[src/regFile.sv]
`timescale 1ns/100ps
`default_nettype none

module regFile (
	input wire logic clk,
	input wire logic reset,
	input wire logic [4:0] rs1,
	input wire logic [4:0] rs2,
	input wire logic [4:0] rd,
	input wire logic writeEnable,
	input wire logic [31:0] writeData,
	output logic [31:0] rs1Data,
	output logic [31:0] rs2Data
);

	logic [31:0] regs [32];

	always_ff @(posedge clk)
	begin
		if (reset)
		begin
			for (int i = 0; i < 32; i++)
				regs[i] <= '0;
		end
		else if (writeEnable && rd != 5'd0) // x0 stays zero
		begin
			regs[rd] <= writeData;
		end
	end

	// same-cycle read sees the old value
	assign rs1Data = (rs1 == 5'd0) ? '0 : regs[rs1];
	assign rs2Data = (rs2 == 5'd0) ? '0 : regs[rs2];

endmodule

`default_nettype wire

[config.mk]
export PLATFORM = sky130hd
export DESIGN_NAME = regFile
export DESIGN_NICKNAME = d
export VERILOG_FILES = /design/src/regFile.sv
export SDC_FILE = /design/constraint.sdc
export NUM_CORES = 2
export LEC_CHECK = 0
export BUFFER_PORTS_ARGS = -buffer_cell sky130_fd_sc_hd__buf_2
export CORE_MARGIN = 2
export CORE_UTILIZATION = 57
export DETAILED_ROUTE_END_ITERATION = 8
export PLACE_DENSITY = 0.78
export SLEW_MARGIN = 20
export SYNTH_ARGS = -nofsm -noshare
export SYNTH_HDL_FRONTEND = slang
export SYNTH_SLANG_ARGS = --single-unit
[constraint.sdc]
create_clock -name clk -period 2.3 [get_ports clk]
set_input_delay 0.23 -clock clk [delete_from_list [all_inputs] [get_ports clk]]
set_output_delay 0.23 -clock clk [all_outputs]
set_load 0.01 [all_outputs]
* Word-level counts from Yosys, hierarchy flattened
Memories as Yosys holds them, arrays and structs flattened.
Cells that the tools add are included.
W data, S select, Z words.
** Word-level totals
- Register bits after elaboration :: 0
- Memory bits (writable) :: 1024
- Bits of input ports :: 50
- Output and inout bits :: 64
- Word-level logic and storage cells :: 16
- Memories kept :: 1
** Memory list
- regs :: words 32, width 32, read ports 2, clocked after Yosys merged registers in 0, wr ports 32, line 16 : logic [31:0] regs [32];
** Operators by class
- Mux-type cells :: 10
- Reduce and logical (&&, ||, !) cells :: 5
** Operator list (count)
- $mux W32 :: 3
- $reduce_or A32 Y1 :: 1
- $logic_not A5 Y1 :: 2
- $mux W1 :: 6
- $mux W5 :: 1
- $reduce_bool A5 Y1 :: 1
- $logic_and A1 B1 Y1 :: 1

* Depth between registers and ports, before layout
- Depth in word-level cells :: 7
- Gate-level depth with buffers :: 9
- Mapped depth without buffers :: 4

* Least setup slack after synthesis
OpenSTA, ideal clock, no wires.
- Kind :: input to register
- Start point :: in rd[1]
- End point :: mem regs[12][0] (enable)
- Setup time :: 375 ps
- Arrival time :: 1776 ps
- Data required time :: 1925 ps
- Setup slack :: 149 ps
- Stages :: 4
- Path buffers :: 1
- Path through :: or4b_2 -> clkbuf_1 -> nor2_1 -> or2_2
** RTL lines
- from (decl) :: line 9 : input wire logic [4:0] rd,
- to (decl) :: line 16

==> results.md <==
- RSZ-0062 raised after global routing: true
- CP Max Fanout: 2
- Initial antenna violation count: 18
- Crit start category: register
- Antenna-violating nets left: 0
- Core area: 94,700 um^2
- Max-Cap Viols: 0
- Setup Viol. Count Final: 64
- First-pass GRT wire length: 253,000 um
- Area growth syn-to-layout: 19.7%
- Seq/Total Area, Yosys: 0.567
- Routability Congestion: 0.944
- CP Cell Sequence: mux4_2, mux4_2, o22ai_1, nor3_1, buf_2
- IO Count: 114
- Post-synth EDFFs: 1,024
- GRT Total Usage: 0.361
- DPL Wire Length: 112,000 um
- Top_reg_cell synth: edfxtp_1
- Fillers: 5,980
- Setup TNS Final: -27.69 ns
- Die footprint: 97,700 um^2
- Vias per cell: 7.07
- H-tree lvl count: 3
- Critical Path AT: 2.68 ns
- Mapped Area: 54,300 um^2
- Buffers & Inverters on Critical Path: 1
- WL per Instance: 34.4 um
- Crit path capture type: output port
- Post-synthesis async set-or-reset flop share: 0
- Achievable frequency: 0.344 GHz
- Post-layout nets: 3,841
- Drt drc: 0
- Placement Rows: 113
- Total Wirelength: 177,000 um
- Reg clk slew, reported paths: 0.07 ns
- Most frequent CP cell: mux4_2
- #FFs+latches synth: 1,024
- Vias in the first global route: 36.9k
- GR Overflow Total: 0
- Chip Height: 313 um
- Share of layout cells above drive strength 1: 0.377
- Port bufs: 113
- Critical setup path kind: reg -> out
- Warnings from Yosys: 0
- DR iter-0 viols: 6,471
- Biggest register: regs
- Commonest non-fill, non-tap cell in the layout: edfxtp_1
- Via count: 36.4k
- Post-Syn Area per Cell: 15.5 um^2
- Slew headroom: 0.340
- Drt pass-1 iters: 6
- Largest net degree at the start of global routing: 51
- Root buffer cell: clkbuf_16
- Initial core utilization: 0.573
- Run status: complete, but fails checks
- Final slew viol count: 0
- Min Tclk post-route: 2.91 ns
- Leakage power: 23.0 nW
- Final Hold Fails: 0
- CP delay by family, top: multiplexers
- Longest Clk Path Bufs: 3
- Worst EP required: 2.07 ns
- Slowest cell on crit path: mux4_2
- Most frequent cells in the layout: edfxtp_1 (1,024), and2_1 (994), mux4_2 (472)
- Final worst setup slack: -0.608 ns
- Num CTS Buffers: 106
- Post-Synthesis Cells: 3,502
- Yosys cell types: 42
- Failing checks: setup timing
- Worst Hold Class: in -> reg
- Sinks on Clock Net: 1,024
- Dpl ws: -0.585 ns
- Max FFs per register: 1,024
- Worst Tran Pin Value: 0.987 ns
- Cts hold-fix bufs: 0
- Maximum vdd drop: 0.000697 V
- Die X: 313 um
- Largest regs: regs x1024
- Slowest stage delay, CP: 0.54 ns
- TritonCTS clock tree: built
- PwrDens: 720 nW/um^2
- Period utilization: 1.26
## repair_timing
| item | CTS | global route |
|---|---|---|
| cloned | 2 | 0 |
| resized for setup | 275 | 35 |
| pin swaps | 123 | 25 |
| setup endpoints to repair | 64 | 64 |
| setup buffers | 19 | 13 |
## metrics by stage
step	instance area, um^2	hold slack [ns]	cells	total power [mW]	util
2_1_floorplan	54400	0.428	3533	25.6	-
5_1_grt	64900	0.0930	5146	47.7	0.686
6_report	65000	0.111	5152	46.8	0.686
4_1_cts	64600	0.0860	5133	46.4	0.682
3_5_place_dp	59200	0.800	4931	28.3	0.625
3_3_place_gp	59200	0.800	4931	28.1	0.625
## layout make-up
type / instances / area, um^2 / share of cell area
sequential: 1024 / 30700 / 0.473
clock inverter: 78 / 837 / 0.0129
tap: 1265 / 1580 / 0.0244
timing repair buffer: 537 / 5230 / 0.0805
multi-input combinational: 2120 / 23800 / 0.366
clock buffer: 119 / 2740 / 0.0422
antenna: 7 / 17.5 / 0.000270
inverter: 2 / 7.51 / 0.000116
## routing by layer
| metal | vias to the layer above | GRT usage | wire length [um] |
|---|---|---|---|
| met2 | 3088 | 0.559 | 82600 |
| met3 | 650 | 0.0901 | 23200 |
| li1 | 14192 | - | - |
| met4 | 20 | 0.210 | 11500 |
| met5 | - | 0 | 129 |
| met1 | 18496 | 0.470 | 59800 |
## logic make-up after synthesis
family,after synthesis,synth area share
other,1,0.0000691
multiplexers,652,0.230
flip-flops,1024,0.567
AO/OA/AOI/OAI,259,0.0365
AND/OR/NAND/NOR,1177,0.133
buffers and inverters,389,0.0335
## power by group
group | total, mW | switching (mW) | internal (mW)
combinational | 6.70 | 3.59 | 3.11
clock | 17.9 | 7.48 | 10.5
sequential | 22.2 | 0.589 | 21.6
total | 46.8 | 11.7 | 35.1
## Yosys cell counts (2+ instances only)
| cell type | instances | area [um^2] |
|---|---|---|
| o22ai_1 | 103 | 644 |
| buf_1 | 11 | 41.3 |
| or3_1 | 2 | 12.5 |
| nor2_1 | 36 | 135 |
| nor4_1 | 6 | 37.5 |
| nand3b_1 | 5 | 37.5 |
| a221o_1 | 2 | 20.0 |
| nand4bb_1 | 2 | 22.5 |
| or2_2 | 33 | 206 |
| buf_2 | 46 | 230 |
| inv_1 | 2 | 7.51 |
| nand3_1 | 5 | 25.0 |
| a2111oi_0 | 14 | 123 |
| nor3_1 | 54 | 270 |
| a2111oi_1 | 41 | 410 |
| a22oi_1 | 16 | 120 |
| or3b_2 | 4 | 35.0 |
| buf_6 | 21 | 236 |
| o21ai_0 | 4 | 20.0 |
| nor4b_1 | 2 | 17.5 |
| and2_1 | 995 | 6220 |
| a211oi_1 | 7 | 52.6 |
| nand2_1 | 7 | 26.3 |
| mux2_2 | 30 | 338 |
| buf_4 | 38 | 285 |
| clkbuf_1 | 271 | 1020 |
| a22o_1 | 51 | 447 |
| and3_1 | 3 | 18.8 |
| nor2b_1 | 14 | 87.6 |
| a32o_1 | 4 | 40.0 |
| mux4_2 | 472 | 10600 |
| nand2b_1 | 5 | 31.3 |
| a221oi_1 | 4 | 35.0 |
| mux2i_1 | 150 | 1500 |
| a21oi_1 | 12 | 60.1 |
| edfxtp_1 | 1024 | 30700 |
## worst paths after layout
path        start           to  slack, ns  cells past startpoint
max   regs[23][2]   rs1Data[2]      -0.61                      5
min         reset  regs[0][12]       0.11                      2
Power figures use the tool's default switching activity.
