[src/rvPkg.sv]
`default_nettype none

package rvPkg;

	typedef enum logic [3:0] {
		aluAdd,
		aluSub,
		aluSll,
		aluSlt,
		aluSltu,
		aluXor,
		aluSrl,
		aluSra,
		aluOr,
		aluAnd,
		aluEqual,
		aluNotEqual,
		aluGreaterEqualSigned,
		aluGreaterEqualUnsigned,
		aluPassB // lui
	} aluOp_e;

	// RV32I base formats, msb first
	typedef struct packed {
		logic [6:0] func7;
		logic [4:0] rs2;
		logic [4:0] rs1;
		logic [2:0] func3;
		logic [4:0] rd;
		logic [6:0] opcode;
	} rType_s;

	typedef struct packed {
		logic [11:0] imm11to0;
		logic [4:0] rs1;
		logic [2:0] func3;
		logic [4:0] rd;
		logic [6:0] opcode;
	} iType_s;

	typedef struct packed {
		logic [6:0] imm11to5;
		logic [4:0] rs2;
		logic [4:0] rs1;
		logic [2:0] func3;
		logic [4:0] imm4to0;
		logic [6:0] opcode;
	} sType_s;

	typedef struct packed {
		logic imm12;
		logic [5:0] imm10to5;
		logic [4:0] rs2;
		logic [4:0] rs1;
		logic [2:0] func3;
		logic [3:0] imm4to1;
		logic imm11;
		logic [6:0] opcode;
	} bType_s;

	typedef struct packed {
		logic [19:0] imm31to12;
		logic [4:0] rd;
		logic [6:0] opcode;
	} uType_s;

	typedef struct packed {
		logic imm20;
		logic [9:0] imm10to1;
		logic imm11;
		logic [7:0] imm19to12;
		logic [4:0] rd;
		logic [6:0] opcode;
	} jType_s;

	// one word, six ways to read it
	typedef union packed {
		rType_s rType;
		iType_s iType;
		sType_s sType;
		bType_s bType;
		uType_s uType;
		jType_s jType;
	} instrWord_u;

	typedef enum logic [1:0] {
		memByte,
		memHalf,
		memWord
	} memSize_e;

	typedef enum logic [1:0] {
		aRs1,
		aPc,
		aZero
	} aSel_e;

	typedef enum logic [1:0] {
		wbAlu,
		wbLoad,
		wbPc4
	} wbSel_e;

	typedef struct packed {
		aluOp_e aluOp;
		aSel_e aSel;
		logic bImm; // operand b from imm, not rs2
		logic [31:0] imm;
		logic [4:0] rs1;
		logic [4:0] rs2;
		logic [4:0] rd;
		logic regWrite;
		logic memRead;
		logic memWrite;
		memSize_e memSize;
		logic memUnsigned;
		logic branch;
		logic jump;
		logic jalr;
		wbSel_e wbSel;
		logic illegal;
	} decodeCtrl_s;

	typedef struct packed {
		logic [31:0] pc;
		logic [31:0] nextPc;
		logic [4:0] rd;
		logic rdWrite; // real write, rd not x0
		logic [31:0] rdData;
		logic illegal;
	} retire_s;

endpackage

`default_nettype wire
[src/alu.sv]
`timescale 1ns/100ps
`default_nettype none

module alu (
	input rvPkg::aluOp_e op,
	input wire logic [31:0] a,
	input wire logic [31:0] b,
	output logic [31:0] result
);

	logic [4:0] shamt;
	logic lessSigned;
	logic lessUnsigned;

	assign shamt = b[4:0];
	assign lessSigned = $signed(a) < $signed(b);
	assign lessUnsigned = a < b;

	// compares land in bit 0, branch uses it as taken
	always_comb
	begin
		case (op)
			rvPkg::aluAdd: result = a + b;
			rvPkg::aluSub: result = a - b;
			rvPkg::aluSll: result = a << shamt;
			rvPkg::aluSlt: result = {31'd0, lessSigned};
			rvPkg::aluSltu: result = {31'd0, lessUnsigned};
			rvPkg::aluXor: result = a ^ b;
			rvPkg::aluSrl: result = a >> shamt;
			rvPkg::aluSra: result = $unsigned($signed(a) >>> shamt);
			rvPkg::aluOr: result = a | b;
			rvPkg::aluAnd: result = a & b;
			rvPkg::aluEqual: result = {31'd0, a == b};
			rvPkg::aluNotEqual: result = {31'd0, a != b};
			rvPkg::aluGreaterEqualSigned: result = {31'd0, ~lessSigned};
			rvPkg::aluGreaterEqualUnsigned: result = {31'd0, ~lessUnsigned};
			rvPkg::aluPassB: result = b;
			default: result = a + b;
		endcase
	end

endmodule

`default_nettype wire

[config.mk]
export PLATFORM = sky130hd
export DESIGN_NAME = alu
export DESIGN_NICKNAME = d
export VERILOG_FILES = /design/src/rvPkg.sv /design/src/alu.sv
export SDC_FILE = /design/constraint.sdc
export NUM_CORES = 1
export LEC_CHECK = 0
export BUFFER_PORTS_ARGS = -buffer_cell sky130_fd_sc_hd__buf_2
export CORE_UTILIZATION = 55
export DETAILED_ROUTE_END_ITERATION = 8
export PLACE_DENSITY = 0.84
export SLEW_MARGIN = 20
export SYNTH_ARGS = -nofsm -noshare
export SYNTH_HDL_FRONTEND = slang
export SYNTH_SLANG_ARGS = --single-unit
[constraint.sdc]
create_clock -name vclk -period 6.1
set_input_delay 0.61 -clock vclk [all_inputs]
set_output_delay 0.61 -clock vclk [all_outputs]
set_load 0.01 [all_outputs]
; Yosys cells after proc, flatten, opt, wreduce, memory -nomap -nowiden
; Cells that the tools add are included.
[totals]
inputBits = 68
mem_bits_ro = 0
latch_bits = 0
register_bits = 0
ram_bits = 0
wordCells = 29
n_memories = 0
[op_classes]
div = 0
addsub = 2
mul = 0
n_reduce_logical = 0
n_bitwise = 5
n_shift = 3
eq_ne = 16
muxes = 1
n_lt_le_gt_ge = 2
[ops]
columns = op, count
row1 = 32-bit one-hot mux with 14 select lines, 1
row2 = 32-bit less-than comparator, 2
row3 = 32-bit adder, 1
row4 = 32-bit bitwise AND, 1
row5 = 32-bit equality test, 1
row6 = 32-bit != test, 1
row7 = 32-bit bitwise OR, 1
row8 = 32-bit by 5-bit left shift with 32-bit output, 1
row9 = 32-bit by 5-bit right shift with 32-bit output, 1
row10 = 32-bit by 5-bit >>> shifter with 32-bit output, 1
row11 = 32-bit subtractor, 1
row12 = 32-bit bitwise XOR, 1
row13 = 4-bit equality test (second input constant), 7
row14 = 4-bit by 3-bit equality test with 1-bit output (second input constant), 4
row15 = 4-bit by 2-bit equality test with 1-bit output (second input constant), 2
row16 = 4-bit by 1-bit equality test with 1-bit output (second input constant), 1
row17 = 1-bit NOT, 2

; Longest topological paths before layout
[depth]
depth_word = 3
depth_mapped = 16
ltp_nobuf = 13

; Worst setup path before layout
; No wires, ideal clock.
[synth_path]
path_type = input -> output
from = in b[1]
to = out result[31]
path_buffers = 4
arrival_ns = 4.109
slack_ns = 1.381
path_stages = 16
t_required_ns = 5.490
cell_sequence = buf_2 inv_1 buf_2 buf_2 buf_1 ha_1 a211oi_1 o21ai_2 o2111ai_1 a31oi_1 o41ai_2 o21bai_1 a311o_1 a21oi_1 a221oi_1 o21ai_1
[synth_between]
elab_chain_len = 2
word_cells_on_any_way = 6
[synth_rtl]
columns = item, line
row1 = "start, declared", alu.sv:7  ; input wire logic [31:0] b,
row2 = "32-bit adder, or another cell as far along", "alu.sv:23, alu.sv:38"
row3 = 32-bit one-hot mux with 14 select lines *, alu.sv:22  ; case (op)
row4 = "end, declared", alu.sv:8  ; output logic [31:0] result
; Every way passes the cells marked *; elsewhere a longest branch is shown, timed or not.

; Worst setup path in the final report
[layout_path]
from = in b[2]
to = out result[26]
; Same word-level chain as after synthesis.

==> run metrics <==
Syn-to-layout area delta=5.22%; final hold violation count=0; sequential-to-total area share from yosys stat=0; total power per unit cell area=102 nW/um^2; drt total wl=45100 microns; final layout net count=1626; minimum period implied by the final worst setup slack=5.17 ns; VDD IR-drop max=0.0757 mV; final number of max-transition violations=0; maximum number of pins on one net before global-route repair=60; share of the synthesized area in the top cell type=0.128; standard-cell rows=47; DRC errors left=0; top library cells by usage in the layout, fill and taps aside=nor2_1 (154), nand2_1 (148), a21oi_1 (139), o21ai_0 (116), buf_2 (98); core area=16700 sq um; worst hold-check slack=roughly 1.6 ns; setup fix buffers added after clock tree synthesis=0; overall routing resource usage=0.494; net count after synthesis=about 1.6k; Tightest Hold Check Type=input pin to primary output; total I/O pin count=100; post-detailed-route wirelength per cell=26.9 microns; global placement routability congestion=1.13; capturing element of the worst setup path=result[26]; starting utilization of the core area=0.567; setup repair after global routing missed its margin=no; Final Non-Filler Cells=1677; DP Wirelength=34400 microns; detailed-route via count=12.5k; total iterations of the first detailed-routing run=6; top cells by area in the synthesized netlist=ha_1 (13%), a21oi_1 (7.4%), mux4_2 (6.7%); quantity of hold-fixing buffers added after cts=0; type of the worst setup path=input pin to primary output; DR WL met3=5550 microns; routed length on met1=roughly 17000 microns; library cell occupying the most area in the post-synthesis netlist=ha_1; count of nets left with antenna violations after detail routing=0; count of input and output buffers=100; clock buffers=0; detailed-routed wire length on met2=18700 microns; post-synth design cell area=between 9000 and 10000 sq um; transition time of the tightest slew-check pin=0.967 ns; normalized max-slew margin=0.350; Post-Route Utilization=0.596; fraction of final layout cells with drive strength greater than 1=0.139; number of antenna violations at the first check in global routing=0; sort of element at the end of the critical path=primary output; setup violators final=0; part of the cycle the worst path needs=0.848; combined area of the multi-input logic cells=8590 sq um; run status=complete, no violations; DIE AREA=17700 sq um; highest achievable clock rate=193 MHz; largest fanout of any net on the critical path=33; arrival time of data at the critical path endpoint=between 4 and 5 ns; number of filler cells placed in the layout=1673; DRC violation total after the first TritonRoute iteration=2183; ratio of routed vias to standard cells=7.45; Pleak=4.28 nW; Yosys warning count=0; gr ovfl total=0; most frequent standard cell in the layout excluding fill and tap cells=nor2_1; post-cts sizing count=0; number of max-capacitance violations reported=0; setup tns final=0 ns; Post-Syn Instances=1442; Placed Instances=1677; register area=0 sq um; data required time of the worst path=5.49 ns; post-synthesis average cell area=6.56 sq um; number of library cell types mapped by synthesis=93; global-route wire length before repair=between 60000 and 70000 microns; via count of the first global-routing pass=11.2k; flip-flop and latch count=0; top layer in use=met4; timing startpoint of the critical path=b[2]; Critical Path Source Type=input pin; Die H=133 microns; number of antenna cells inserted=0; width of the die=133 microns
cell type report:
type | instances | share of cell area
Tap cell | 220 | 0.0276
Timing Repair Buffer | 127 | 0.0711
Multi-Input combinational cell | 1228 | 0.863
Inverter | 102 | 0.0384
worst max-delay path: stages:
cell and delay (ns):
buf_4 0.38, inv_2 0.07, buf_4 0.28, ha_1 0.30, o311ai_1 0.60, and4_1 0.31, o21ai_0 0.13, a21oi_1 0.39
o21ai_1 0.25, a31oi_2 0.38, o21bai_1 0.13, a2111o_1 0.43, o211ai_1 0.12, buf_2 0.17
power by group:
part | total (W) | switching (W) | leakage, nW | internal [W]
Combinational | 0.00102 | 0.000672 | 4.28 | 0.000344
Sequential | 0 | 0 | 0 | 0
Clock | 0 | 0 | 0 | 0
Total | 0.00102 | 0.000672 | 4.28 | 0.000344
routing by layer:
layer / up-vias / track usage
li1: 5462 / -
met1: 5696 / 0.646
met2: 1080 / 0.755
met3: 249 / 0.0746
met4: 0 / 0.323
met5: - / 0
cell families after synthesis:
| family | after synthesis | share of synthesized area |
|---|---|---|
| XOR/XNOR | 4 | 0.00370 |
| AND/OR/NAND/NOR | 455 | 0.216 |
| multiplexers | 93 | 0.136 |
| adder cells (fa/ha/maj) | 99 | 0.132 |
| buffers and inverters | 214 | 0.0940 |
| AO/OA/AOI/OAI | 577 | 0.418 |
Yosys cell counts (all sizes together) (10+ instances only):
library cell and number:
nor2 158, nand2 148, a21oi 140, o21ai 125, inv 101, ha 97
clkbuf 58, mux2i 57, buf 54, nand3 36, nor3 32, a211oi 30
a221oi 28, mux4 28, o211ai 24, o21bai 23, a21o 21, a31oi 20
o31ai 20, o22ai 17, nand2b 16, a221o 15, o221ai 14, a22oi 13
and2 11, o2111ai 11, or3 10
metrics by stage:
step	power, W	setup slack, ns	instance area, sq um
final	0.00102	0.926	9960
after global routing	0.00107	0.800	9960
after CTS	0.000969	1.20	9960
after detailed placement	0.000964	1.21	9960
after global placement	0.000956	1.26	9960
after floorplan	0.000652	1.38	9460
how the worst min path moves through the flow:
stage	to	cells after the start	slack, ns	start
detailed placement	result[6]	4	1.62	b[6]
global route	result[6]	4	1.65	b[6]
global placement	result[6]	4	1.61	b[6]
floorplan	result[6]	2	1.40	b[6]
CTS	result[6]	4	1.62	b[6]
finish	result[6]	4	1.63	b[6]
(Power assumes the default switching activity.)
