[config.mk]
export PLATFORM = sky130hd
export DESIGN_NAME = pcUnit
export DESIGN_NICKNAME = d
export VERILOG_FILES = /design/src/rvPkg.sv /design/src/pcUnit.sv
export SDC_FILE = /design/constraint.sdc
export NUM_CORES = 1
export LEC_CHECK = 0
export BUFFER_PORTS_ARGS = -buffer_cell sky130_fd_sc_hd__buf_2
export CAP_MARGIN = 10
export CORE_UTILIZATION = 51
export CTS_BUF_LIST = sky130_fd_sc_hd__clkbuf_8
export DETAILED_ROUTE_END_ITERATION = 10
export PLACE_DENSITY = 0.84
export SETUP_SLACK_MARGIN = 0.05
export SYNTH_ARGS = -nofsm -noshare
export SYNTH_HDL_FRONTEND = slang
export SYNTH_SLANG_ARGS = --single-unit
[constraint.sdc]
create_clock -name clk -period 5.3 [get_ports clk]
set_input_delay 1.06 -clock clk [delete_from_list [all_inputs] [get_ports clk]]
set_output_delay 1.06 -clock clk [all_outputs]
set_load 0.01 [all_outputs]
[src/rvPkg.sv]
`default_nettype none

package rvPkg;

	typedef enum logic [3:0] {
		aluAdd,
		aluSub,
		aluSll,
		aluSlt,
		aluSltu,
		aluXor,
		aluSrl,
		aluSra,
		aluOr,
		aluAnd,
		aluEqual,
		aluNotEqual,
		aluGreaterEqualSigned,
		aluGreaterEqualUnsigned,
		aluPassB // lui
	} aluOp_e;

	// RV32I base formats, msb first
	typedef struct packed {
		logic [6:0] func7;
		logic [4:0] rs2;
		logic [4:0] rs1;
		logic [2:0] func3;
		logic [4:0] rd;
		logic [6:0] opcode;
	} rType_s;

	typedef struct packed {
		logic [11:0] imm11to0;
		logic [4:0] rs1;
		logic [2:0] func3;
		logic [4:0] rd;
		logic [6:0] opcode;
	} iType_s;

	typedef struct packed {
		logic [6:0] imm11to5;
		logic [4:0] rs2;
		logic [4:0] rs1;
		logic [2:0] func3;
		logic [4:0] imm4to0;
		logic [6:0] opcode;
	} sType_s;

	typedef struct packed {
		logic imm12;
		logic [5:0] imm10to5;
		logic [4:0] rs2;
		logic [4:0] rs1;
		logic [2:0] func3;
		logic [3:0] imm4to1;
		logic imm11;
		logic [6:0] opcode;
	} bType_s;

	typedef struct packed {
		logic [19:0] imm31to12;
		logic [4:0] rd;
		logic [6:0] opcode;
	} uType_s;

	typedef struct packed {
		logic imm20;
		logic [9:0] imm10to1;
		logic imm11;
		logic [7:0] imm19to12;
		logic [4:0] rd;
		logic [6:0] opcode;
	} jType_s;

	// one word, six ways to read it
	typedef union packed {
		rType_s rType;
		iType_s iType;
		sType_s sType;
		bType_s bType;
		uType_s uType;
		jType_s jType;
	} instrWord_u;

	typedef enum logic [1:0] {
		memByte,
		memHalf,
		memWord
	} memSize_e;

	typedef enum logic [1:0] {
		aRs1,
		aPc,
		aZero
	} aSel_e;

	typedef enum logic [1:0] {
		wbAlu,
		wbLoad,
		wbPc4
	} wbSel_e;

	typedef struct packed {
		aluOp_e aluOp;
		aSel_e aSel;
		logic bImm; // operand b from imm, not rs2
		logic [31:0] imm;
		logic [4:0] rs1;
		logic [4:0] rs2;
		logic [4:0] rd;
		logic regWrite;
		logic memRead;
		logic memWrite;
		memSize_e memSize;
		logic memUnsigned;
		logic branch;
		logic jump;
		logic jalr;
		wbSel_e wbSel;
		logic illegal;
	} decodeCtrl_s;

	typedef struct packed {
		logic [31:0] pc;
		logic [31:0] nextPc;
		logic [4:0] rd;
		logic rdWrite; // real write, rd not x0
		logic [31:0] rdData;
		logic illegal;
	} retire_s;

endpackage

`default_nettype wire
[src/pcUnit.sv]
`timescale 1ns/100ps
`default_nettype none

module pcUnit #(
	parameter logic [31:0] ResetPc = 32'h0000_0000
) (
	input wire logic clk,
	input wire logic reset,
	input wire logic advance,
	input rvPkg::decodeCtrl_s ctrl,
	input wire logic [31:0] aluResult,
	output logic [31:0] pc,
	output logic [31:0] nextPc
);

	logic [31:0] pcPlus4;
	logic [31:0] pcTarget;
	logic taken;

	assign pcPlus4 = pc + 32'd4;
	assign pcTarget = pc + ctrl.imm; // branch and jal
	assign taken = ctrl.branch & aluResult[0];

	always_comb
	begin
		if (ctrl.jalr)
			nextPc = {aluResult[31:1], 1'b0}; // rs1 + imm, bit 0 dropped
		else if (ctrl.jump || taken)
			nextPc = pcTarget;
		else
			nextPc = pcPlus4;
	end

	always_ff @(posedge clk)
	begin
		if (reset)
			pc <= ResetPc;
		else if (advance)
			pc <= nextPc;
	end

	pcAligned: assert property (@(posedge clk) disable iff (reset)
		advance |=> pc[1:0] == 2'b00)
		else $error("pc not word aligned: %h", pc);

endmodule

`default_nettype wire

## Word-level counts from Yosys, hierarchy flattened

Index checks and enable logic that the tools add are counted.

| storage, ports and cells | value |
|---|---|
| register bits after elaboration | 32 |
| bits of input ports | 101 |

| operators by class | value |
|---|---|
| $add $sub $neg | 2 |
| multiplexer cells | 2 |
| bitwise gates (word level) | 1 |
| reduce and logical (&&, ||, !) cells | 1 |

Operators with widths:

| kind | number |
|---|---|
| 32-bit 2-to-1 mux | 2 |
| 32-bit by 3-bit adder with 32-bit output (second input constant) | 1 |
| 32-bit adder | 1 |
| 1-bit bitwise AND | 1 |
| 1-bit logical OR | 1 |

## Depth between registers and ports, before layout

| logic depth | value |
|---|---|
| word-level depth | 4 |
| depth in mapped cells | 12 |

## Worst setup path before layout

Ideal clock, no wire load.

| timing path | value |
|---|---|
| kind | in2out |
| from | in ctrl[27] (netlist name) |
| to | out nextPc[24] |
| data arrival time | 3.527 ns |
| required time | 4.240 ns |
| slack | 0.713 ns |
| cell stages on the path | 11 |
| buffers on the path | 0 |
| cell sequence | ha_1 -> fa_1 -> a21oi_1 -> o21ai_0 -> a31oi_1 -> o21ai_2 -> a21o_1 -> a21oi_1 -> o21ai_1 -> xnor2_1 -> a222oi_1 |

| between the ends | value |
|---|---|
| word-level cells in the longest chain between the ends | 3 |

Ends and longest elaborated chain:

| item | line | text |
|---|---|---|
| start: declaration | pcUnit.sv:10 | `input rvPkg::decodeCtrl_s ctrl,` |
| 32-bit adder | pcUnit.sv:21 | `assign pcTarget = pc + ctrl.imm;` |
| 32-bit 2-to-1 mux | pcUnit.sv:28 | `else if (ctrl.jump \|\| taken)` |
| 32-bit 2-to-1 mux | pcUnit.sv:26 | `if (ctrl.jalr)` |
| end: declaration | pcUnit.sv:13 | `output logic [31:0] nextPc` |

Every way passes these cells.

## Worst setup path in the final report

| timing path | value |
|---|---|
| from | in ctrl[28] (netlist name) |
| to | out nextPc[31] |

The elaborated chain is that of the path after synthesis.

==> insert_results.sql <==
INSERT INTO impl_metrics (metric_group, metric, value, unit) VALUES
('route', 'viasPerCell', '6.01', ''),
('global_route', 'grt_pass1_wl', '20800', 'um'),
('placed_design', 'gp_weighted_congestion', '0.950', ''),
('setup_path', 'crit_slowest_cell', 'sky130_fd_sc_hd__a2111oi_1', ''),
('final_layout', 'final-seq-area', '641', 'um^2'),
('final_layout', 'largest_register_ffs', '32', ''),
('final_layout', 'final_cells', '773', ''),
('placed_design', 'minimum_setup_slack_after_placement', '172', 'ps'),
('synthesis', 'yosys_warnings', '0', ''),
('route', 'drtPass1Iterations', '5', ''),
('final_layout', 'finalInstanceArea', '0.00479', 'mm^2'),
('power', 'cellLeakagePower', '2.31', 'nW'),
('run_status', 'status', 'completed', ''),
('synthesis', 'synth_edf_count', '0', ''),
('synthesis', 'synthDominantCellAreaShare', '16.1', '%'),
('setup_path', 'worst-endpoint-required', '4240', 'ps'),
('power', 'power.ir.vdd_worst', '0.112', 'mV'),
('die', 'design.core.area', '0.00741', 'mm^2'),
('placed_design', 'post-dp-hpwl', '9480', 'um'),
('die', 'floorplan.die_area', '0.00818', 'mm^2'),
('final_layout', 'flow.area_growth_from_synthesis', '20.0', '%'),
('clock_tree', 'cts_tree', 'done', ''),
('route', 'initialDrtViolationCount', '259', ''),
('synthesis', 'synth.largest_area_cell', 'sky130_fd_sc_hd__dfxtp_1', ''),
('global_route', 'sum_of_overflow_across_all_layers_after_global_routing', '0', ''),
('sta', 'finalSetupTns', '0', 'ps'),
('synthesis', 'net_count_synth', '688', ''),
('placed_design', 'placement.io_buffers', '133', ''),
('final_layout', 'top_register', 'pc', ''),
('synthesis', 'synth-async-reset-ratio', '0', '%'),
('setup_path', 'worst-r2r-setup-slack', '2040', 'ps'),
('sta', 'rsz0062_at_grt', 'false', ''),
('synthesis', 'sequential_to_total_area_share_from_yosys_stat', '16.1', '%'),
('die', 'die_x_extent', '90.5', 'um'),
('global_route', 'antenna_found_initial', '0', ''),
('sta', 'relSlewSlack', '20.1', '%'),
('synthesis', 'most_used_flip_flop_cell_after_synthesis', 'sky130_fd_sc_hd__dfxtp_1', ''),
('synthesis', 'postSynthRegisterBits', '32', ''),
('synthesis', 'syn-cell-area', '0.00399', 'mm^2'),
('setup_path', 'path_max_fanout', '3', ''),
('setup_path', 'worstSetupPathType', 'in -> out', ''),
('final_layout', 'largest_regs', 'pc x32', ''),
('route', 'drt-wirelength-per-cell', '16.6', 'um'),
('sta', 'worst_slew_pin_slew', '1200', 'ps'),
('global_route', 'grt_start_max_net_pins', '50', ''),
('final_layout', 'fillCellCount', '702', ''),
('final_layout', 'nNetsFinal', '807', ''),
('route', 'antenna_left', '0', ''),
('clock_tree', 'maximum_number_of_buffers_from_clock_root_to_sink', '2', ''),
('clock_tree', 'post_cts_buffers', '0', ''),
('global_route', 'globalRouteTotalUtil', '31.1', '%'),
('sta', 'timing.final.setup_violations', '0', ''),
('setup_path', 'worstSetupEndpointType', 'output port', ''),
('clock_tree', 'cts-buffers-inserted', '5', ''),
('final_layout', 'post_route_cells_drive_above_1_share', '25.5', '%'),
('setup_path', 'worstPathBufferInverterCount', '2', ''),
('clock_tree', 'root_buffer', 'sky130_fd_sc_hd__clkbuf_8', ''),
('synthesis', 'post_synth.cell_area_avg', '7.20', 'um^2'),
('die', 'placement_rows', '31', ''),
('placed_design', 'post-place-cells', '765', ''),
('sta', 'layout_worst_path_cycle_share', '95.3', '%'),
('route', 'drc', '0', ''),
('placed_design', 'place_area', '0.00465', 'mm^2'),
('final_layout', 'antenna_cells', '0', ''),
('die', 'initial_utilization', '53.9', '%'),
('power', 'cellPowerDensity', '221', 'mW/mm^2'),
('power', 'total_power', '1.06', 'mW'),
('clock_tree', 'clock_transition_at_the_register_clock_pins_on_the_worst_setup_and_hold_paths_after_cts', '80', 'ps'),
('setup_path', 'timing.critical_path.slowest_cell_delay', '520', 'ps'),
('synthesis', 'ys_top_cells_by_area', 'sky130_fd_sc_hd__dfxtp_1 (16%), sky130_fd_sc_hd__ha_1 (10%), sky130_fd_sc_hd__a21oi_1 (6.6%)', ''),
('global_route', 'vias_in_the_first_global_route', '4374', '');
worst register-to-register path: stages, from the launching register on:
cell and delay [ps]:
sky130_fd_sc_hd__dfxtp_1 330, sky130_fd_sc_hd__ha_1 230, sky130_fd_sc_hd__fa_1 420, sky130_fd_sc_hd__a21oi_1 270, sky130_fd_sc_hd__o21ai_0 210, sky130_fd_sc_hd__a31oi_2 320, sky130_fd_sc_hd__o31ai_1 180, sky130_fd_sc_hd__a221o_1 370
sky130_fd_sc_hd__a21oi_1 160, sky130_fd_sc_hd__mux2_2 370, sky130_fd_sc_hd__nor3_1 170, sky130_fd_sc_hd__a21oi_1 60, sky130_fd_sc_hd__nor2_1 100
logic make-up (layout without fill, tap and decap cells):
family	after synthesis	count (layout)	share of synthesized area (%)
AND/OR/NAND/NOR	211	211	24.8
flip-flops	32	32	16.1
buffers and inverters	41	161	5.74
adder cells (fa/ha/maj)	33	33	10.5
XOR/XNOR	53	53	11.6
AO/OA/AOI/OAI	164	164	26.1
multiplexers	20	20	5.11
per-stage QoR:
step	util (%)	hold WS, ps
floorplan	-	538
global placement	62.8	525
detailed placement	62.8	535
CTS	64.5	548
global route	64.6	584
finish	64.6	542
report_power, final:
group	leakage [nW]	switching (mW)	internal, mW
logic	1.98	0.282	0.207
registers	0.264	0.0337	0.260
clock network	0.0645	0.110	0.166
synthesized netlist by cell type, drive strengths merged, types with 3 or more instances:
| library cell | number |
|---|---|
| nor2 | 69 |
| nand2 | 65 |
| a21oi | 54 |
| o21ai | 36 |
| dfxtp | 32 |
| ha | 32 |
| xnor2 | 29 |
| xor2 | 24 |
| nand3 | 23 |
| clkbuf | 18 |
| mux2i | 17 |
| a21o | 16 |
| inv | 13 |
| nand4 | 12 |
| nor3 | 12 |
| buf | 9 |
| o21a | 9 |
| a31oi | 8 |
| and3 | 6 |
| or3 | 6 |
| a211oi | 5 |
| o211ai | 5 |
| o21bai | 4 |
| a22oi | 3 |
| mux2 | 3 |
| nand2b | 3 |
| o31ai | 3 |
worst paths after layout:
check        cells after the start           startpoint                  end
max                             13             ctrl[28]           nextPc[31]
min                              2  pc[28]$_SDFFE_PP0P_  pc[28]$_SDFFE_PP0P_
min reg2reg                      2  pc[28]$_SDFFE_PP0P_  pc[28]$_SDFFE_PP0P_
max reg2reg                     12   pc[0]$_SDFFE_PP0P_  pc[18]$_SDFFE_PP0P_
final cells by class:
cell class	instances	share of cell area, %
clock inverter	1	0.627
sequential	32	13.4
clock buffer	7	2.01
multi-input combinational	481	65.5
timing repair buffer	139	14.8
tap	99	2.59
inverter	14	1.10
metal layers:
| layer | wire length (um) | global-route usage, % | share of wire [%] | vias to the layer above |
|---|---|---|---|---|
| met5 | 0 | 0 | 0 | - |
| met1 | 5470 | 38.9 | 43 | 2140 |
| li1 | - | - | - | 2242 |
| met4 | 289 | 10.3 | 2.2 | 0 |
| met2 | 6020 | 53.7 | 47 | 242 |
| met3 | 1080 | 5.30 | 8.4 | 25 |
repair_timing:
item | CTS | global route
endpoints found under the setup margin | 0 | 2
gates resized for setup | 0 | 2
endpoints found under the hold margin | 0 | 0
hold buffers | 0 | 0
layout by cell type (no fill, tap or decap), types with 17 or more instances in the layout:
master                      n
sky130_fd_sc_hd__a21oi_1   51
sky130_fd_sc_hd__buf_2    133
sky130_fd_sc_hd__dfxtp_1   32
sky130_fd_sc_hd__ha_1      32
sky130_fd_sc_hd__mux2i_1   17
sky130_fd_sc_hd__nand2_1   64
sky130_fd_sc_hd__nand3_1   22
sky130_fd_sc_hd__nor2_1    68
sky130_fd_sc_hd__o21ai_0   32
sky130_fd_sc_hd__xnor2_1   29
sky130_fd_sc_hd__xor2_1    24
No activity file was read; power rests on OpenSTA's default activity.
