$ cat config.mk
export PLATFORM = sky130hd
export DESIGN_NAME = instrDecode
export DESIGN_NICKNAME = d
export VERILOG_FILES = /design/src/rvPkg.sv /design/src/instrDecode.sv
export SDC_FILE = /design/constraint.sdc
export NUM_CORES = 1
export LEC_CHECK = 0
export BUFFER_PORTS_ARGS = -buffer_cell sky130_fd_sc_hd__buf_2
export CAP_MARGIN = 20
export CORE_MARGIN = 8
export CORE_UTILIZATION = 42
export DETAILED_ROUTE_END_ITERATION = 12
export PLACE_DENSITY = 0.95
export SLEW_MARGIN = 10
export SYNTH_ARGS = -nofsm -noshare
export SYNTH_HDL_FRONTEND = slang
export SYNTH_SLANG_ARGS = --single-unit
$ cat constraint.sdc
create_clock -name vclk -period 2.8
set_input_delay 0.42 -clock vclk [all_inputs]
set_output_delay 0.42 -clock vclk [all_outputs]
set_load 0.01 [all_outputs]
$ cat src/rvPkg.sv
`default_nettype none

package rvPkg;

	typedef enum logic [3:0] {
		aluAdd,
		aluSub,
		aluSll,
		aluSlt,
		aluSltu,
		aluXor,
		aluSrl,
		aluSra,
		aluOr,
		aluAnd,
		aluEqual,
		aluNotEqual,
		aluGreaterEqualSigned,
		aluGreaterEqualUnsigned,
		aluPassB // lui
	} aluOp_e;

	// RV32I base formats, msb first
	typedef struct packed {
		logic [6:0] func7;
		logic [4:0] rs2;
		logic [4:0] rs1;
		logic [2:0] func3;
		logic [4:0] rd;
		logic [6:0] opcode;
	} rType_s;

	typedef struct packed {
		logic [11:0] imm11to0;
		logic [4:0] rs1;
		logic [2:0] func3;
		logic [4:0] rd;
		logic [6:0] opcode;
	} iType_s;

	typedef struct packed {
		logic [6:0] imm11to5;
		logic [4:0] rs2;
		logic [4:0] rs1;
		logic [2:0] func3;
		logic [4:0] imm4to0;
		logic [6:0] opcode;
	} sType_s;

	typedef struct packed {
		logic imm12;
		logic [5:0] imm10to5;
		logic [4:0] rs2;
		logic [4:0] rs1;
		logic [2:0] func3;
		logic [3:0] imm4to1;
		logic imm11;
		logic [6:0] opcode;
	} bType_s;

	typedef struct packed {
		logic [19:0] imm31to12;
		logic [4:0] rd;
		logic [6:0] opcode;
	} uType_s;

	typedef struct packed {
		logic imm20;
		logic [9:0] imm10to1;
		logic imm11;
		logic [7:0] imm19to12;
		logic [4:0] rd;
		logic [6:0] opcode;
	} jType_s;

	// one word, six ways to read it
	typedef union packed {
		rType_s rType;
		iType_s iType;
		sType_s sType;
		bType_s bType;
		uType_s uType;
		jType_s jType;
	} instrWord_u;

	typedef enum logic [1:0] {
		memByte,
		memHalf,
		memWord
	} memSize_e;

	typedef enum logic [1:0] {
		aRs1,
		aPc,
		aZero
	} aSel_e;

	typedef enum logic [1:0] {
		wbAlu,
		wbLoad,
		wbPc4
	} wbSel_e;

	typedef struct packed {
		aluOp_e aluOp;
		aSel_e aSel;
		logic bImm; // operand b from imm, not rs2
		logic [31:0] imm;
		logic [4:0] rs1;
		logic [4:0] rs2;
		logic [4:0] rd;
		logic regWrite;
		logic memRead;
		logic memWrite;
		memSize_e memSize;
		logic memUnsigned;
		logic branch;
		logic jump;
		logic jalr;
		wbSel_e wbSel;
		logic illegal;
	} decodeCtrl_s;

	typedef struct packed {
		logic [31:0] pc;
		logic [31:0] nextPc;
		logic [4:0] rd;
		logic rdWrite; // real write, rd not x0
		logic [31:0] rdData;
		logic illegal;
	} retire_s;

endpackage

`default_nettype wire
$ cat src/instrDecode.sv
`timescale 1ns/100ps
`default_nettype none

module instrDecode (
	input rvPkg::instrWord_u instr,
	output rvPkg::decodeCtrl_s ctrl
);

	localparam logic [6:0] OpReg = 7'b0110011;
	localparam logic [6:0] OpImm = 7'b0010011;
	localparam logic [6:0] OpLoad = 7'b0000011;
	localparam logic [6:0] OpStore = 7'b0100011;
	localparam logic [6:0] OpBranch = 7'b1100011;
	localparam logic [6:0] OpJal = 7'b1101111;
	localparam logic [6:0] OpJalr = 7'b1100111;
	localparam logic [6:0] OpLui = 7'b0110111;
	localparam logic [6:0] OpAuipc = 7'b0010111;

	logic [31:0] immI;
	logic [31:0] immS;
	logic [31:0] immB;
	logic [31:0] immU;
	logic [31:0] immJ;
	rvPkg::aluOp_e arithOp;

	assign immI = {{20{instr.iType.imm11to0[11]}}, instr.iType.imm11to0};
	assign immS = {{20{instr.sType.imm11to5[6]}}, instr.sType.imm11to5, instr.sType.imm4to0};
	assign immB = {{19{instr.bType.imm12}}, instr.bType.imm12, instr.bType.imm11,
		instr.bType.imm10to5, instr.bType.imm4to1, 1'b0};
	assign immU = {instr.uType.imm31to12, 12'h000};
	assign immJ = {{11{instr.jType.imm20}}, instr.jType.imm20, instr.jType.imm19to12,
		instr.jType.imm11, instr.jType.imm10to1, 1'b0};

	// shared by reg-reg and reg-imm forms; bit 30 picks sub/sra
	always_comb
	begin
		case (instr.rType.func3)
			3'd0: arithOp = (instr.rType.opcode == OpReg && instr.rType.func7[5]) ?
				rvPkg::aluSub : rvPkg::aluAdd;
			3'd1: arithOp = rvPkg::aluSll;
			3'd2: arithOp = rvPkg::aluSlt;
			3'd3: arithOp = rvPkg::aluSltu;
			3'd4: arithOp = rvPkg::aluXor;
			3'd5: arithOp = instr.rType.func7[5] ? rvPkg::aluSra : rvPkg::aluSrl;
			3'd6: arithOp = rvPkg::aluOr;
			default: arithOp = rvPkg::aluAnd;
		endcase
	end

	always_comb
	begin
		ctrl = '0;
		ctrl.aluOp = rvPkg::aluAdd;
		ctrl.aSel = rvPkg::aRs1;
		ctrl.wbSel = rvPkg::wbAlu;
		ctrl.memSize = rvPkg::memWord;
		ctrl.rs1 = instr.rType.rs1; // same slots in every format
		ctrl.rs2 = instr.rType.rs2;
		ctrl.rd = instr.rType.rd;
		case (instr.rType.opcode)
			OpReg:
			begin
				ctrl.aluOp = arithOp;
				ctrl.regWrite = 1'b1;
			end
			OpImm:
			begin
				ctrl.aluOp = arithOp;
				ctrl.bImm = 1'b1;
				ctrl.imm = immI;
				ctrl.regWrite = 1'b1;
			end
			OpLoad:
			begin
				ctrl.bImm = 1'b1;
				ctrl.imm = immI;
				ctrl.memRead = 1'b1;
				ctrl.regWrite = 1'b1;
				ctrl.wbSel = rvPkg::wbLoad;
				ctrl.memUnsigned = instr.iType.func3[2];
				ctrl.memSize = rvPkg::memSize_e'(instr.iType.func3[1:0]);
				// lb lh lw lbu lhu only
				ctrl.illegal = (instr.iType.func3 == 3'd3) || (instr.iType.func3 > 3'd5);
			end
			OpStore:
			begin
				ctrl.bImm = 1'b1;
				ctrl.imm = immS;
				ctrl.memWrite = 1'b1;
				ctrl.memSize = rvPkg::memSize_e'(instr.sType.func3[1:0]);
				ctrl.illegal = instr.sType.func3 > 3'd2;
			end
			OpBranch:
			begin
				ctrl.imm = immB;
				ctrl.branch = 1'b1;
				case (instr.bType.func3)
					3'd0: ctrl.aluOp = rvPkg::aluEqual;
					3'd1: ctrl.aluOp = rvPkg::aluNotEqual;
					3'd4: ctrl.aluOp = rvPkg::aluSlt; // blt
					3'd5: ctrl.aluOp = rvPkg::aluGreaterEqualSigned;
					3'd6: ctrl.aluOp = rvPkg::aluSltu; // bltu
					3'd7: ctrl.aluOp = rvPkg::aluGreaterEqualUnsigned;
					default: ctrl.illegal = 1'b1;
				endcase
			end
			OpJal:
			begin
				ctrl.aSel = rvPkg::aPc;
				ctrl.bImm = 1'b1;
				ctrl.imm = immJ;
				ctrl.jump = 1'b1;
				ctrl.regWrite = 1'b1;
				ctrl.wbSel = rvPkg::wbPc4;
			end
			OpJalr:
			begin
				ctrl.bImm = 1'b1; // alu forms rs1 + imm target
				ctrl.imm = immI;
				ctrl.jalr = 1'b1;
				ctrl.regWrite = 1'b1;
				ctrl.wbSel = rvPkg::wbPc4;
				ctrl.illegal = instr.iType.func3 != 3'd0;
			end
			OpLui:
			begin
				ctrl.aluOp = rvPkg::aluPassB;
				ctrl.aSel = rvPkg::aZero;
				ctrl.bImm = 1'b1;
				ctrl.imm = immU;
				ctrl.regWrite = 1'b1;
			end
			OpAuipc:
			begin
				ctrl.aSel = rvPkg::aPc;
				ctrl.bImm = 1'b1;
				ctrl.imm = immU;
				ctrl.regWrite = 1'b1;
			end
			default: ctrl.illegal = 1'b1; // fence, system and unknown
		endcase
		if (ctrl.illegal)
		begin
			ctrl.regWrite = 1'b0;
			ctrl.memRead = 1'b0;
			ctrl.memWrite = 1'b0;
			ctrl.branch = 1'b0;
			ctrl.jump = 1'b0;
			ctrl.jalr = 1'b0;
		end
	end

endmodule

`default_nettype wire

# After elaboration in Yosys (flattened, before gate mapping)
# Cells that the tools add are included.
[classes] order_cmp=2 eq_ne=16 muxes=21 n_reduce_logical=14
[op_table] cell="$pmux W32 S5" count=1
[op_table] cell="$pmux W4 S7" count=1
[op_table] cell="$pmux W4 S6" count=1
[op_table] cell="$eq A7 B6 Y1 const B" count=3
[op_table] cell="$eq A7 B7 Y1 const B" count=3
[op_table] cell="$eq A7 B5 Y1 const B" count=2
[op_table] cell="$reduce_or A7 Y1" count=2
[op_table] cell="$eq A3 B3 Y1 const B" count=4
[op_table] cell="$pmux W4 S3" count=1
[op_table] cell="$mux W1" count=11
[op_table] cell="$reduce_or A2 Y1" count=5
[op_table] cell="$pmux W2 S2" count=2
[op_table] cell="$eq A7 B2 Y1 const B" count=1
[op_table] cell="$eq A3 B2 Y1 const B" count=2
[op_table] cell="$mux W3" count=2
[op_table] cell="$reduce_or A6 Y1" count=1
[op_table] cell="$pmux W1 S5" count=1
[op_table] cell="$reduce_or A5 Y1" count=1
[op_table] cell="$eq A3 B1 Y1 const B" count=1
[op_table] cell="$gt A3 B2 Y1 const B" count=1
[op_table] cell="$gt A3 B3 Y1 const B" count=1
[op_table] cell="$logic_not A3 Y1" count=1
[op_table] cell="$reduce_bool A3 Y1" count=1
[op_table] cell="$reduce_or A3 Y1" count=1
[op_table] cell="other kinds (3)" count=3
[word_totals] regBits=0 word_cells=53

# Logic depth before layout (Yosys ltp)
# Gate-level depths: netlist of the first run.
[depth] ltp_word=5 depth_mapped=7 mapped_depth_nobuf=4

# Worst setup path before layout of the first run
# Ideal clock, no wire load.
[synth_path] path_type="input -> output" startpoint="input instr[3] (netlist name)" endpoint="output ctrl[6] (netlist name)" arrival_ns=1.522 required_time_ns=2.380 path_slack_ns=0.858 stages=5 n_path_buf=1 cell_sequence="buf_6 nand4bb_4 or3_4 nor2_1 and2_1"
[synth_lines] element="start: declaration" line="instrDecode.sv:5" text="input rvPkg::instrWord_u instr,"
[synth_lines] element="end: declaration" line="instrDecode.sv:6" text="output rvPkg::decodeCtrl_s ctrl"

==> results of run 1 <==
cells by family (layout without fill, tap and decap cells):
kind of cell	after synthesis	in the layout
mux	2	2
buf+inv	32	103
compound gates	55	55
simple gates	54	54
xor+xnor	1	1
worst max-delay path, cell delays in order:
cell     delay, ns
buf_2         0.24
mux2_2        0.39
o22ai_2       0.23
and2_1        0.40
a21o_1        0.13
buf_2         0.13
final timing paths:
check / startpoint / to / cells past startpoint
max: instr[5] / ctrl[48] / 6
min: instr[16] / ctrl[23] / 2
routing by layer:
metal	wire (µm)	GRT usage (%)	vias to the layer above
li1	-	-	658
met4	0	0.533	0
met5	0	0	-
met3	360	4.24	0
met1	1370	17.0	585
met2	1890	27.1	66
cells in the final DEF, fill, tap and decap left out, types with 3 or more instances in the layout:
cell type / netlist / final
nor2_1: 11 / 11
a21oi_1: 6 / 6
nand2b_1: 3 / 3
o21ai_0: 6 / 6
nand2_1: 8 / 8
buf_2: 5 / 98
nor3_1: 3 / 3
and2_1: 9 / 9
a22o_1: 6 / 6
a21o_1: 19 / 19
inv_1: 4 / 4
stage by stage:
| step | cell area, µm² | instances | util [%] | setup WS, ns |
|---|---|---|---|---|
| 4_1_cts | 1390 | 245 | 56.9 | 0.427 |
| 6_report | 1390 | 245 | 56.9 | 0.435 |
| 5_1_grt | 1390 | 245 | 56.9 | 0.317 |
| 2_1_floorplan | 1050 | 144 | - | 0.858 |
| 3_3_place_gp | 1390 | 245 | 56.9 | 0.512 |
| 3_5_place_dp | 1390 | 245 | 56.9 | 0.429 |
power by group:
part | switching, W | internal (W) | leakage (nW)
clock network | 0 | 0 | 0
logic | 0.0000824 | 0.0000628 | 0.946
registers | 0 | 0 | 0
total | 0.0000824 | 0.0000628 | 0.946
layout make-up:
class                      count  share of cell area (%)
inverter                       4                    1.08
timing repair buffer          99                    36.0
tap                           30                    2.71
multi-input combinational    112                    60.3
==> flow_summary_export.csv, run 1 <==
group,metric,value,unit
sta,fin_crit_sh,84.5,%
placed_design,gp_congestion,0.816,
floorplanning,fp-row-count,18,
floorplanning,die-height,66.1,µm
sta,relSlewSlack,74.9,%
cells_and_area,final_nets,249,
cells_and_area,multi_input_area,835,µm²
synthesis,synth_xor_area_share,0.830,%
detailed_routing,dr.pass1.iters,4,
cells_and_area,drive_above_1_share,53.5,%
cts,cts_setup_buffers,0,
cells_and_area,diodes,0,
detailed_routing,route.detailed.drc,0,
synthesis,yosys.area.top_type_share,13.5,%
worst_hold_path,hp-class,"primary input to output port",
synthesis,synth_mux_area_share,2.02,%
synthesis,syn_area,1050,µm²
power_and_ir_drop,p_total,0.000145,W
synthesis,yosys_warnings,0,
synthesis,synth.avg_cell_area,7.32,µm²
sta,setup_viol,0,
power_and_ir_drop,power_density,105,nW/µm²
global_routing,antenna_found_initial,0,
detailed_routing,post_drt_wl_per_cell,14.8,µm
synthesis,yosysSeqAreaShare,0,%
synthesis,yosysTopAreaCell,"a21o_1",
sta,hold_viol_final,0,
setup_path,endpoint_kind,"output port",
cts,postCtsHoldBufs,0,
power_and_ir_drop,irDropWorstVdd,74.3,µV
floorplanning,coreArea,2430,µm²
synthesis,synth_top_family_by_area,"compound AO/OA/AOI/OAI gates",
synthesis,synth_compound_area_share,42.8,%
cells_and_area,final-seq-area,0,µm²
run_status,outcome,"finished clean",
setup_path,crit_arrival,1.95,ns
flow_run,cap_violations,0,
sta,clock.fmax,423,MHz
setup_path,startpoint_type,"primary input",
sta,worst_pin_slew,0.375,ns
synthesis,synthAdderAreaFrac,0,%
synthesis,syn-num-nets,176,
sta,timing.hold.ws,1.04,ns
global_routing,grt_pass1_wl,5550,µm
cells_and_area,area_growth,31.3,%
global_routing,grt_usage,14.7,%
sta,finalSetupTns,0,ns
power_and_ir_drop,power_leakage,0.946,nW
synthesis,synthSimpleGateAreaFrac,33.5,%
synthesis,synth_commonest_cells,"19 x a21o_1, 19 x buf_4, 11 x nor2_1",
sta,rsz0062_at_grt,"no",
detailed_routing,initialDrtViolationCount,51,
synthesis,syn-instance-count,144,
floorplanning,die_w,66.1,µm
cts,cts_resized,0,
synthesis,synth_area_leaders,"a21o_1 14%, buf_4 14%, and2_1 5.3%",
floorplanning,start_util,43.4,%
placed_design,dp_hpwl,3070,µm
cells_and_area,n_fill_cell,241,
sta,period_minus_slack,2.37,ns
sta,maxSlewViolCount,0,
floorplanning,fp.dieArea,4370,µm²
global_routing,grt_pass1_vias,1227,
synthesis,yosysUniqueCellTypes,49,
setup_path,crit_required,2.38,ns
global_routing,grt_max_degree,16,
setup_path,crit_fanout,13,
detailed_routing,totalWireLength,3620,µm
detailed_routing,num_vias,1309,
placed_design,port_buffers,98,
detailed_routing,drtAntennaViolNets,0,
cells_and_area,nClkBuffers,0,
cells_and_area,n_sequential_cell,0,
setup_path,critical_path_class,"primary input to output port",
global_routing,overflow,0,
floorplanning,num_io_pins,98,
detailed_routing,viasPerCell,5.34,
(Power assumes the default switching activity.)
==> run 2, diff against run 1 <==
--- a/config.mk
+++ b/config.mk
@@ -8,9 +8,9 @@
 export BUFFER_PORTS_ARGS = -buffer_cell sky130_fd_sc_hd__buf_2
 export CAP_MARGIN = 20
 export CORE_MARGIN = 8
-export CORE_UTILIZATION = 42
+export CORE_UTILIZATION = 36
 export DETAILED_ROUTE_END_ITERATION = 12
-export PLACE_DENSITY = 0.95
+export PLACE_DENSITY = 0.94
 export SLEW_MARGIN = 10
 export SYNTH_ARGS = -nofsm -noshare
 export SYNTH_HDL_FRONTEND = slang
==> constraint.sdc (replaced) <==
create_clock -name vclk -period 2.1
set_input_delay 0.315 -clock vclk [all_inputs]
set_output_delay 0.315 -clock vclk [all_outputs]
set_load 0.01 [all_outputs]
==> flow_summary_export.csv, run 2 (same netlist as run 1, synthesis figures left out) <==
group,metric,value,unit
global_routing,top_usage_layer,"met2",
cts,cts_setup_buffers,0,
placed_design,gp_congestion,0.886,
cells_and_area,multi_input_area,835,µm²
cells_and_area,drive_above_1_share,55.2,%
sta,relSlewSlack,73.3,%
sta,setup_viol,0,
floorplanning,fp.dieArea,4920,µm²
cells_and_area,diodes,0,
sta,period_minus_slack,1.96,ns
cells_and_area,final_nets,257,
setup_path,startpoint_type,"primary input",
flow_run,cap_violations,0,
sta,rsz0062_at_grt,"no",
global_routing,use_met1,17.7,%
cts,cts_resized,0,
detailed_routing,dr.pass1.iters,4,
placed_design,dp_hpwl,3400,µm
cells_and_area,final-seq-area,0,µm²
cts,postCtsHoldBufs,0,
global_routing,grt_pass1_wl,6540,µm
power_and_ir_drop,comb_power_share,100.0,%
cells_and_area,layout_commonest_cell,"buf_2",
global_routing,met3_usage,5.65,%
sta,timing.hold.ws,0.832,ns
detailed_routing,totalWireLength,3960,µm
setup_path,crit_path_max_incr_delay,0.40,ns
floorplanning,fp-row-count,19,
run_status,outcome,"finished clean",
floorplanning,die_w,70.1,µm
detailed_routing,drtAntennaViolNets,0,
floorplanning,die-height,70.1,µm
power_and_ir_drop,power.clock.fraction,0,%
sta,hold_viol_final,0,
power_and_ir_drop,power_leakage,0.984,nW
worst_hold_path,hp-class,"primary input to output port",
detailed_routing,initialDrtViolationCount,73,
setup_path,crit_required,1.78,ns
cells_and_area,area_growth,37.1,%
sta,fin_crit_sh,93.1,%
setup_path,crit_fanout,11,
cells_and_area,final_cell_mix,"98 x buf_2, 19 x a21o_1, 11 x nor2_1, 9 x and2_1, 9 x buf_4",
setup_path,critical_path_class,"primary input to output port",
power_and_ir_drop,p_sw_share,55.7,%
cells_and_area,n_fill_cell,284,
global_routing,overflow,0,
setup_path,crit_chain,"buf_2 -> mux2_2 -> o22ai_2 -> and2_1 -> a21o_1 -> buf_2",
sta,worst_pin_slew,0.400,ns
global_routing,grt_max_degree,15,
global_routing,grt_pass1_vias,1409,
global_routing,grt_usage,14.9,%
global_routing,antenna_found_initial,0,
setup_path,crit_arrival,1.64,ns
sta,clock.fmax,511,MHz
floorplanning,start_util,37.9,%
setup_path,crit_slowest_cell,"and2_1",
power_and_ir_drop,p_total,0.000205,W
setup_path,endpoint_kind,"output port",
global_routing,use_met2,25.7,%
placed_design,port_buffers,98,
detailed_routing,num_vias,1376,
cells_and_area,n_sequential_cell,0,
power_and_ir_drop,power.switching,0.000114,W
power_and_ir_drop,internal_power,0.0000907,W
sta,finalSetupTns,0,ns
detailed_routing,route.detailed.drc,0,
power_and_ir_drop,irDropWorstVdd,81.6,µV
cells_and_area,nClkBuffers,0,
floorplanning,num_io_pins,98,
setup_path,crit_top_cell,"buf_2",
floorplanning,coreArea,2780,µm²
detailed_routing,post_drt_wl_per_cell,15.6,µm
sta,maxSlewViolCount,0,
detailed_routing,viasPerCell,5.42,
power_and_ir_drop,power_frac_seq,0,%
power_and_ir_drop,power_density,142,nW/µm²
[run 2: path summary, 6_finish.rpt]
| check | depth (start not counted) | startpoint | end |
|---|---|---|---|
| worst min-delay path | 2 | instr[16] | ctrl[23] |
| worst max-delay path | 6 | instr[5] | ctrl[56] |
[run 2: power by group through the flow]
stage	clock network, W	logic [W]	registers, W
2_1_floorplan	0	0.000138	0
3_3_place_gp	0	0.000201	0
3_5_place_dp	0	0.000205	0
4_1_cts	0	0.000205	0
5_1_grt	0	0.000224	0
6_report	0	0.000205	0
[run 2: critical path: cells and delay by family]
| family | cells | cell delay [ns] |
|---|---|---|
| buffers and inverters | 2 | 0.28 |
| AOI/OAI and AO/OA | 2 | 0.27 |
| muxes | 1 | 0.37 |
| and+or+nand+nor | 1 | 0.40 |
[run 2: final cells by class]
type	instances	area share [%]
inverter	4	1.04
tap	31	2.68
timing repair buffer	107	38.6
multi-input combinational	112	57.7
[run 2: per-stage QoR]
step | setup WS (ns) | area [µm²] | util, % | instances
2_1_floorplan | 0.368 | 1050 | - | 144
3_5_place_dp | 0.153 | 1450 | 52.0 | 254
6_report | 0.144 | 1450 | 52.0 | 254
4_1_cts | 0.152 | 1450 | 52.0 | 254
3_3_place_gp | 0.201 | 1450 | 52.0 | 254
5_1_grt | 0.0614 | 1450 | 52.0 | 254
[run 2: metal layers]
layer | up-vias | part of all wire (%)
met2 | 82 | 48
met3 | 2 | 12
met5 | - | 0
met1 | 618 | 40
met4 | 0 | 0.71
li1 | 674 | -
